`config.mk`:
```
export PLATFORM = sky130hd
export DESIGN_NAME = rvDecoder
export DESIGN_NICKNAME = d
export VERILOG_FILES = /design/src/rvIsaPkg.sv /design/src/rvDecoder.sv
export VERILOG_INCLUDE_DIRS = /design/src
export SDC_FILE = /design/constraint.sdc
export NUM_CORES = 1
export LEC_CHECK = 0
export BUFFER_PORTS_ARGS = -buffer_cell sky130_fd_sc_hd__clkbuf_2
export CAP_MARGIN = 10
export CORE_MARGIN = 2
export CORE_UTILIZATION = 33
export DETAILED_ROUTE_END_ITERATION = 12
export PLACE_DENSITY_LB_ADDON = 0.05
export SYNTH_ARGS = -nofsm -noshare
export SYNTH_HDL_FRONTEND = slang
export SYNTH_SLANG_ARGS = --single-unit
```
`constraint.sdc`:
```
create_clock -name vclk -period 4.9
set_input_delay 1.225 -clock vclk [all_inputs]
set_output_delay 1.225 -clock vclk [all_outputs]
set_load 0.02 [all_outputs]
```
`src/rvCore_cfg.svh`:
```
`ifndef RVCORE_CFG_SVH
`define RVCORE_CFG_SVH

`define XLEN 32 // data and address width

// depth in 32-bit words, power of two
`define IMEM_WORDS 64
`define DMEM_WORDS 32 // data memory depth

`endif
```
`src/rvIsaPkg.sv`:
```
`include "rvCore_cfg.svh"

package rvIsaPkg;

	// major opcodes of the supported RV32I subset
	typedef enum logic [6:0] {
		OP = 7'b0110011, // add, sub, xor
		OPIMM = 7'b0010011, // addi
		LOAD = 7'b0000011, // lw
		STORE = 7'b0100011, // sw
		BRANCH = 7'b1100011 // beq, bge
	} opcodeE;

	// function codes
	localparam logic [2:0] F3_ADDSUB = 3'b000; // also addi
	localparam logic [2:0] F3_XOR = 3'b100;
	localparam logic [2:0] F3_WORD = 3'b010; // lw and sw width
	localparam logic [2:0] F3_BEQ = 3'b000;
	localparam logic [2:0] F3_BGE = 3'b101;
	localparam logic [6:0] F7_BASE = 7'b0000000;
	localparam logic [6:0] F7_SUB = 7'b0100000;

	typedef enum logic [2:0] {
		ADD = 3'd0,
		SUB = 3'd1,
		XOR = 3'd2,
		CMPEQ = 3'd3, // branch compare, result is zero
		CMPGE = 3'd4 // signed compare
	} aluOpE;

	// decoded control word, 40 bits
	typedef struct packed {
		logic aluSrcImm; // operand b from immediate
		logic memToReg; // write back the load data
		logic regWrite;
		logic memWrite;
		logic branch;
		aluOpE aluOp;
		logic [`XLEN-1:0] imm; // sign extended
	} ctrlT;

endpackage

```
`src/rvDecoder.sv`:
```
`include "rvCore_cfg.svh"

module rvDecoder import rvIsaPkg::*; (
	input logic [31:0] instr,
	output ctrlT ctrl
);

	opcodeE opcode;
	logic [2:0] funct3;
	logic [6:0] funct7;
	logic [`XLEN-1:0] immI;
	logic [`XLEN-1:0] immS;
	logic [`XLEN-1:0] immB;

	assign opcode = opcodeE'(instr[6:0]);
	assign funct3 = instr[14:12];
	assign funct7 = instr[31:25];

	assign immI = {{(`XLEN-12){instr[31]}}, instr[31:20]};
	assign immS = {{(`XLEN-12){instr[31]}}, instr[31:25], instr[11:7]};
	// B format keeps the implicit zero in bit 0
	assign immB = {{(`XLEN-13){instr[31]}}, instr[31], instr[7], instr[30:25],
		instr[11:8], 1'b0};

	always_comb begin
		ctrl = '0; // unknown encodings act as a no-op
		ctrl.aluOp = ADD;
		case (opcode)
			OP: begin
				if (funct7 == F7_BASE && funct3 == F3_ADDSUB) begin
					ctrl.regWrite = 1'b1;
				end else if (funct7 == F7_SUB && funct3 == F3_ADDSUB) begin
					ctrl.regWrite = 1'b1;
					ctrl.aluOp = SUB;
				end else if (funct7 == F7_BASE && funct3 == F3_XOR) begin
					ctrl.regWrite = 1'b1;
					ctrl.aluOp = XOR;
				end
			end
			OPIMM: begin
				ctrl.regWrite = (funct3 == F3_ADDSUB); // addi only
				ctrl.aluSrcImm = 1'b1;
				ctrl.imm = immI;
			end
			LOAD: begin
				ctrl.regWrite = (funct3 == F3_WORD);
				ctrl.memToReg = 1'b1;
				ctrl.aluSrcImm = 1'b1;
				ctrl.imm = immI;
			end
			STORE: begin
				ctrl.memWrite = (funct3 == F3_WORD);
				ctrl.aluSrcImm = 1'b1;
				ctrl.imm = immS;
			end
			BRANCH: begin
				ctrl.imm = immB;
				if (funct3 == F3_BEQ) begin
					ctrl.branch = 1'b1;
					ctrl.aluOp = CMPEQ;
				end else if (funct3 == F3_BGE) begin
					ctrl.branch = 1'b1;
					ctrl.aluOp = CMPGE;
				end
			end
			default: begin
				ctrl.aluOp = ADD;
			end
		endcase
	end

endmodule

```
* Word level (Yosys, flattened, before mapping)
Index checks and enable logic that the tools add are counted.
Word-level totals: output and inout port bits 40, register bits 0
Cells by class: reductions and logical operators 7, equal/unequal tests 9, multiplexer cells 15
Operators by type and width (number):
- 32-bit one-hot mux with 3 select lines | 1
- 7-bit by 6-bit equality test with 1-bit output (second input constant) | 3
- 4-bit two-way mux | 2
- 7-bit by 2-bit equality test with 1-bit output (second input constant) | 1
- 7-bit by 5-bit equality test with 1-bit output (second input constant) | 1
- 7-bit equality test (second input constant) | 1
- 7-bit logical NOT | 1
- 1-bit two-way mux | 7
- 3-bit equality test (second input constant) | 2
- 2-bit two-way mux | 3
- 3-bit one-hot mux with 2 select lines | 1
- 3-bit by 2-bit equality test with 1-bit output (second input constant) | 1
- 1-bit logical AND | 3
- 3-bit logical NOT | 1
- 1-bit one-hot mux with 3 select lines | 1
- 3-bit OR reduction | 1
- 2-bit OR reduction | 1

* Logic depth before layout (Yosys ltp)
Gate-level depths: netlist of run 1.
depth after elaboration 6, depth in mapped cells 5

* Least setup slack after synthesis of run 1
No wires, ideal clock.
path type input to output, start in instr[5], end out ctrl[13] (netlist name), arrival 3.002 ns, required time 3.675 ns, setup slack 0.673 ns, stages on the path 4, cell sequence or2_2 > a21o_1 > nor2b_1 > buf_4
RTL lines:
- start, declared | RTL line rvDecoder.sv:4 | input logic [31:0] instr,
- end, declared | RTL line rvDecoder.sv:5 | output ctrlT ctrl

==> results of run 1 <==
Yosys cell counts, types with 2 or more instances:
cell type	count	area, um2
nor2_1	4	15.0
or2_2	2	12.5
and4_1	2	17.5
a22o_1	4	35.0
a211oi_1	2	15.0
nor2b_1	7	43.8
buf_4	19	143
a21oi_1	2	10.0
nand4_1	2	12.5
a32o_1	2	20.0
nand2_1	2	7.51
and3b_1	2	17.5
report_power, final:
part / switching (W) / internal (W) / total, W / leakage [nW]
clock: 0 / 0 / 0 / 0
combinational: 0.0000165 / 0.0000142 / 0.0000307 / 0.397
sequential: 0 / 0 / 0 / 0
cell type report:
class	count	area, um2	share of cell area (%)
Timing Repair Buffer	68	343	50.4
Inverter	1	3.75	0.551
Tap cell	15	18.8	2.76
Multi-Input combinational cell	44	315	46.3
worst min-delay path by stage:
| stage | startpoint | to | slack, ns | depth (start not counted) |
|---|---|---|---|---|
| after floorplan | instr[13] | ctrl[33] | 2.49 | 1 |
| after global placement | instr[6] | ctrl[39] | 2.78 | 3 |
| after detailed placement | instr[12] | ctrl[33] | 2.78 | 3 |
| after CTS | instr[12] | ctrl[33] | 2.78 | 3 |
| after global routing | instr[12] | ctrl[33] | 2.80 | 3 |
| final | instr[12] | ctrl[33] | 2.78 | 3 |
per-layer routing:
layer | up-vias | global-route usage, % | routed length, um | share of wire (%)
li1 | 325 | - | - | -
met4 | 0 | 0 | 0 | 0
met5 | - | 0 | 0 | 0
met1 | 287 | 17.7 | 544 | 40
met2 | 29 | 26.3 | 719 | 53
met3 | 0 | 0 | 82 | 6.1
kinds of logic (layout without fill, tap and decap cells):
| logic type | after synthesis | after routing | share of synthesized area [%] |
|---|---|---|---|
| buf+inv | 21 | 69 | 32.4 |
| compound gates | 13 | 13 | 23.3 |
| xor+xnor | 1 | 1 | 1.88 |
| simple gates | 30 | 30 | 42.4 |
metrics by stage:
step	total power (W)	std cells	setup slack [ns]	hold WS, ns	utilization, %
after floorplan	0.0000145	65	0.673	2.49	-
after global placement	0.0000302	128	1.01	2.78	51.7
after detailed placement	0.0000307	128	1.01	2.78	51.7
after CTS	0.0000307	128	0.994	2.78	51.7
after global routing	0.0000337	128	0.924	2.80	51.7
final	0.0000307	128	1.01	2.78	51.7
==> run metrics, run 1 <==
status=finished, final reports clean; Final Hold Vio Count=0; antenna violations before repair=0; slowest stage cell on the critical path=or4_4; P per Cell Area=45.1 nW/um2; Setup TNS=0 ns; Avg Inst Size Synth=7.18 um2; DRT Wirelength=1350 um; vias after detailed routing=641; Post-Syn Nets=97; most used cell, CP=clkbuf_2; Slew Limit Headroom=62.5%; DR iter-0 viols=6; vias per cell=5.01; WP depth=5; clkbuf count=0; CP startpoint kind=input pin; DP HPWL=1160 um; CP Capture Type=output port; leakage=0.397 nW; FFs & Latches=0; share of layout cells above drive strength 1=63.7%; grt total ovfl=0; PostCTS Resize Cnt=0; RSZ-0062 raised after global routing=false; commonest non-fill, non-tap cell in the layout=clkbuf_2; GR Util All Layers=13.6%; Max-cap violations=0; # setup viols final=0; Final Max Slew Viols=0; DRC violations left=0; Sequential Area=0 um2; Final nets=147; drt first pass iters=4; commonest cells after routing, fill and taps aside=67 x clkbuf_2, 7 x nor2b_1, 4 x nor2_1, 4 x a22o_1; critical path class=input pin to output port; Synth warnings=0; CP Capture Point=ctrl[33]; Worst-Margin Slew=0.555 ns; area post-placement=681 um2; pin count of the biggest net entering global routing=21; mapped cell area=467 um2; worst stage delay on the critical path=0.58 ns; Die Span Y=41.6 um; Unique masters post-synth=27; area of the core=1320 um2; Ports=72; first-pass GRT wire length=2040 um; Hold Buf Count CTS=0; fin area=681 um2; minimum clock period=3.89 ns; synthesis-to-layout area growth=45.8%; row count=13; CP required=3.67 ns; worst-path fanout max=8; fin crit share=79.4%; Cells after Synth=65; register area share after synthesis=0%; Max VDD drop=25.7 uV; CP startpoint=instr[2]; IO buf count=67; FMAX=257 MHz; Post-CTS Setup Bufs=0; number of routed nets with antenna violations=0; CP top delay family=simple AND/OR/NAND/NOR gates; crit path DAT=2.67 ns; fillcell total=141; CP Cell Sequence=clkbuf_2, nand4bb_1, or4_4, a211oi_2, clkbuf_2; CP bufs+invs=2; starting density of the core=35.4%; die width=41.6 um; gp weighted congestion=0.706; Ant. Diodes=0; worst hold path class=input pin to output port; Routed WL per cell=10.5 um; vias in the first global route=484; Die ar.=1730 um2
No activity file was read; power rests on OpenSTA's default activity.
==> run 2, diff against run 1 <==
CORE_ASPECT_RATIO = 0.8   (was unset)
CORE_UTILIZATION = 28   (was 33)
clock period = 3.45 ns   (was 4.9 ns; I/O delays follow)
==> run 2 against run 1 <==
Against the previous run: die area up 16%; global-route usage increased by 0.41 points; hold slack got worse by 0.71 ns; first-iteration DRC count is 33% lower; wire length up 9.7%; non-clock buffer count rose by 1; sequential cell count is the same; cell area increased by 2.8%; count of clock-buffer cells in the layout did not move; core utilization decreased by 7.8 points; setup slack lost 0.62 ns; critical path type unchanged; critical endpoint is now ctrl[32]; largest power group unchanged.
==> run metrics, run 2 (synthesis results as in run 1) <==
FFs & Latches=0; status=finished, final reports clean; Slew Limit Headroom=61.3%; drt first pass iters=4; worst stage delay on the critical path=0.52 ns; Worst-Margin Slew=0.573 ns; Final Max Slew Viols=0; DRC violations left=0; DR iter-0 viols=4; Routed WL per cell=10.9 um; P per Cell Area=64.2 nW/um2; minimum clock period=3.06 ns; critical path class=input pin to output port; vias per cell=4.74; commonest cells after routing, fill and taps aside=67 x clkbuf_2, 6 x nor2b_1, 4 x nor2_1, 4 x a22o_1; number of routed nets with antenna violations=0; dpl cells=136; CP bufs+invs=3; CP top delay family=simple AND/OR/NAND/NOR gates; most used cell, CP=clkbuf_2; Final Hold Vio Count=0; pin count of the biggest net entering global routing=21; FMAX=327 MHz; Hold Buf Count CTS=0; synthesis-to-layout area growth=49.9%; Hold Slack=2.06 ns; CP Cell Sequence=clkbuf_2, nand4bb_1, buf_4, or4_1, a21oi_1, clkbuf_2; CP required=2.59 ns; leakage=0.403 nW; RSZ-0062 raised after global routing=false; IO buf count=67; Die ar.=2010 um2; commonest non-fill, non-tap cell in the layout=clkbuf_2; fillcell total=195; slowest stage cell on the critical path=or4_1; share of layout cells above drive strength 1=64.9%; PostCTS Resize Cnt=0; first-pass GRT wire length=2240 um; area of the core=1590 um2; Sequential Area=0 um2; Ports=72; DP HPWL=1290 um; Post-CTS Setup Bufs=0; GR Util All Layers=14.0%; clkbuf count=0; worst hold path class=input pin to output port; crit path DAT=2.20 ns; die width=49.6 um; starting density of the core=29.3%; post-route insts no fill=136; grt total ovfl=0; Final nets=148; Setup TNS=0 ns; # setup viols final=0; fin crit share=88.7%; area post-placement=699 um2; total power=0.0000449 W; vias after detailed routing=645; vias in the first global route=492; fin area=699 um2; Max VDD drop=28.7 uV; CP startpoint=instr[2]; CP Capture Point=ctrl[32]; gp weighted congestion=0.725; antenna violations before repair=0; DRT Wirelength=1480 um; Max-cap violations=0; WP depth=6; Die Span Y=40.5 um; worst-path fanout max=7; CP Capture Type=output port; Ant. Diodes=0; CP startpoint kind=input pin; row count=13
run 2: routing by layer:
layer  vias up  global-route usage, %  part of all wire (%)
li1        325                      -                     -
met4         0                      0                     0
met3         0                      0                   6.0
met1       289                   22.2                    48
met5         -                      0                     0
met2        31                   22.0                    46
run 2: power breakdown:
group | total [W] | switching [W] | internal (W)
combinational | 0.0000449 | 0.0000242 | 0.0000207
sequential | 0 | 0 | 0
clock | 0 | 0 | 0
run 2: final cells by class:
type                            instances  area, um2  area share, %
Timing Repair Buffer                   69        350           50.1
Multi-Input combinational cell         44        318           45.4
Tap cell                               22       27.5           3.94
Inverter                                1       3.75          0.537
run 2: worst min-delay path by stage:
stage              start  endpoint  slack (ns)  cells after the start
2_1_floorplan  instr[13]  ctrl[33]        1.77                      1
3_3_place_gp    instr[6]  ctrl[39]        2.06                      3
3_5_place_dp    instr[6]  ctrl[39]        2.06                      3
4_1_cts         instr[6]  ctrl[39]        2.06                      3
5_1_grt         instr[6]  ctrl[39]        2.08                      3
6_report       instr[24]   ctrl[4]        2.06                      3
run 2: per-stage QoR:
stage	utilization, %	setup WS (ns)
after floorplan	-	0.332
after global placement	43.9	0.407
after detailed placement	43.9	0.389
after CTS	43.9	0.384
after global routing	43.9	0.273
final	43.9	0.391
==> run 3, diff against run 2 <==
--- a/config.mk
+++ b/config.mk
@@ -13,5 +13,5 @@
 export CORE_UTILIZATION = 28
 export DETAILED_ROUTE_END_ITERATION = 12
-export PLACE_DENSITY_LB_ADDON = 0.05
+export PLACE_DENSITY_LB_ADDON = 0.08
 export SYNTH_ARGS = -nofsm -noshare
 export SYNTH_HDL_FRONTEND = slang
==> constraint.sdc (replaced) <==
create_clock -name vclk -period 3.45
set_input_delay 0.69 -clock vclk [all_inputs]
set_output_delay 0.69 -clock vclk [all_outputs]
set_load 0.02 [all_outputs]
==> run 3 against run 2 <==
Against the previous run: count of clock-buffer cells in the layout unchanged; setup slack improved by 0.19 ns; first-iteration DRC count unchanged; hold slack got worse by 0.34 ns; sequential share of layout area unchanged; power decreased by 1.1%; core utilization decreased by 0.63 points; non-clock buffer count decreased by 1; cell count decreased by 0.74%; wire length increased by 0.41%; largest cell class unchanged.
==> run metrics, run 3 (synthesis results as in run 1) <==
DRC violations left=0; share of layout cells above drive strength 1=63.7%; minimum clock period=2.87 ns; Final Max Slew Viols=0; starting density of the core=29.3%; Hold Slack=1.72 ns; CP bufs+invs=2; CP required=2.76 ns; Sequential Area=0 um2; leakage=0.397 nW; slowest stage cell on the critical path=or4_4; Ports=72; Max VDD drop=25.7 uV; worst stage delay on the critical path=0.59 ns; RSZ-0062 raised after global routing=false; drt first pass iters=3; grt total ovfl=0; gp weighted congestion=0.655; Die Span Y=40.5 um; vias after detailed routing=629; CP Capture Point=ctrl[33]; CP Capture Type=output port; Worst-Margin Slew=0.494 ns; most used cell, CP=clkbuf_2; P per Cell Area=64.4 nW/um2; antenna violations before repair=0; pin count of the biggest net entering global routing=21; FMAX=349 MHz; row count=13; Final nets=147; number of routed nets with antenna violations=0; commonest non-fill, non-tap cell in the layout=clkbuf_2; Die ar.=2010 um2; CP startpoint=instr[2]; commonest cells after routing, fill and taps aside=67 x clkbuf_2, 7 x nor2b_1, 4 x nor2_1, 4 x a22o_1; total power=0.0000444 W; DP HPWL=1240 um; area post-placement=689 um2; first-pass GRT wire length=2170 um; IO buf count=67; synthesis-to-layout area growth=47.7%; Final Hold Vio Count=0; critical path class=input pin to output port; Ant. Diodes=0; vias in the first global route=500; FFs & Latches=0; worst hold path class=input pin to output port; vias per cell=4.66; crit path DAT=2.18 ns; Setup TNS=0 ns; worst-path fanout max=8; Routed WL per cell=11.0 um; fin crit share=83.1%; DRT Wirelength=1480 um; # setup viols final=0; die width=49.6 um; area of the core=1590 um2; CP startpoint kind=input pin; status=finished, final reports clean; fin area=689 um2; area of the multi-input gates=315 um2; Hold Buf Count CTS=0; Max-cap violations=0; GR Util All Layers=13.3%; hold depth=3; fillcell total=194; clkbuf count=0; CP top delay family=simple AND/OR/NAND/NOR gates; Slew Limit Headroom=66.6%; PostCTS Resize Cnt=0; WP depth=5; Post-CTS Setup Bufs=0; CP Cell Sequence=clkbuf_2, nand4bb_1, or4_4, a211oi_2, clkbuf_2; DR iter-0 viols=4
[run 3: cell types whose count changed in the layout (fill, tap and decap cells not counted), sizes merged]
cell	change
buf	-1
[run 3: stage by stage]
| step | setup WS (ns) | util, % | cells |
|---|---|---|---|
| floorplan | 0.293 | - | 65 |
| global placement | 0.601 | 43.2 | 135 |
| detailed placement | 0.611 | 43.2 | 135 |
| CTS | 0.609 | 43.2 | 135 |
| global route | 0.502 | 43.2 | 135 |
| finish | 0.583 | 43.2 | 135 |
[run 3: area by class of cell]
class                      instances  share of cell area (%)
multi-input combinational         44                    45.7
tap                               22                    3.99
timing repair buffer              68                    49.7
inverter                           1                   0.544
[run 3: how the worst min path moves through the flow]
stage,start,end
floorplan,instr[13],ctrl[33]
global placement,instr[12],ctrl[33]
detailed placement,instr[12],ctrl[33]
CTS,instr[12],ctrl[33]
global route,instr[26],ctrl[6]
finish,instr[12],ctrl[33]
[run 3: power by group]
group / switching (W) / internal, W
registers: 0 / 0
logic: 0.0000241 / 0.0000203
clock network: 0 / 0
total: 0.0000241 / 0.0000203
[run 3: metal layers]
metal  vias up  part of all wire, %  GRT usage, %
met5         -                    0             0
met4         0                    0             0
met3         0                   10          2.61
met2        35                   44          24.7
met1       270                   46          17.3
li1        324                    -             -
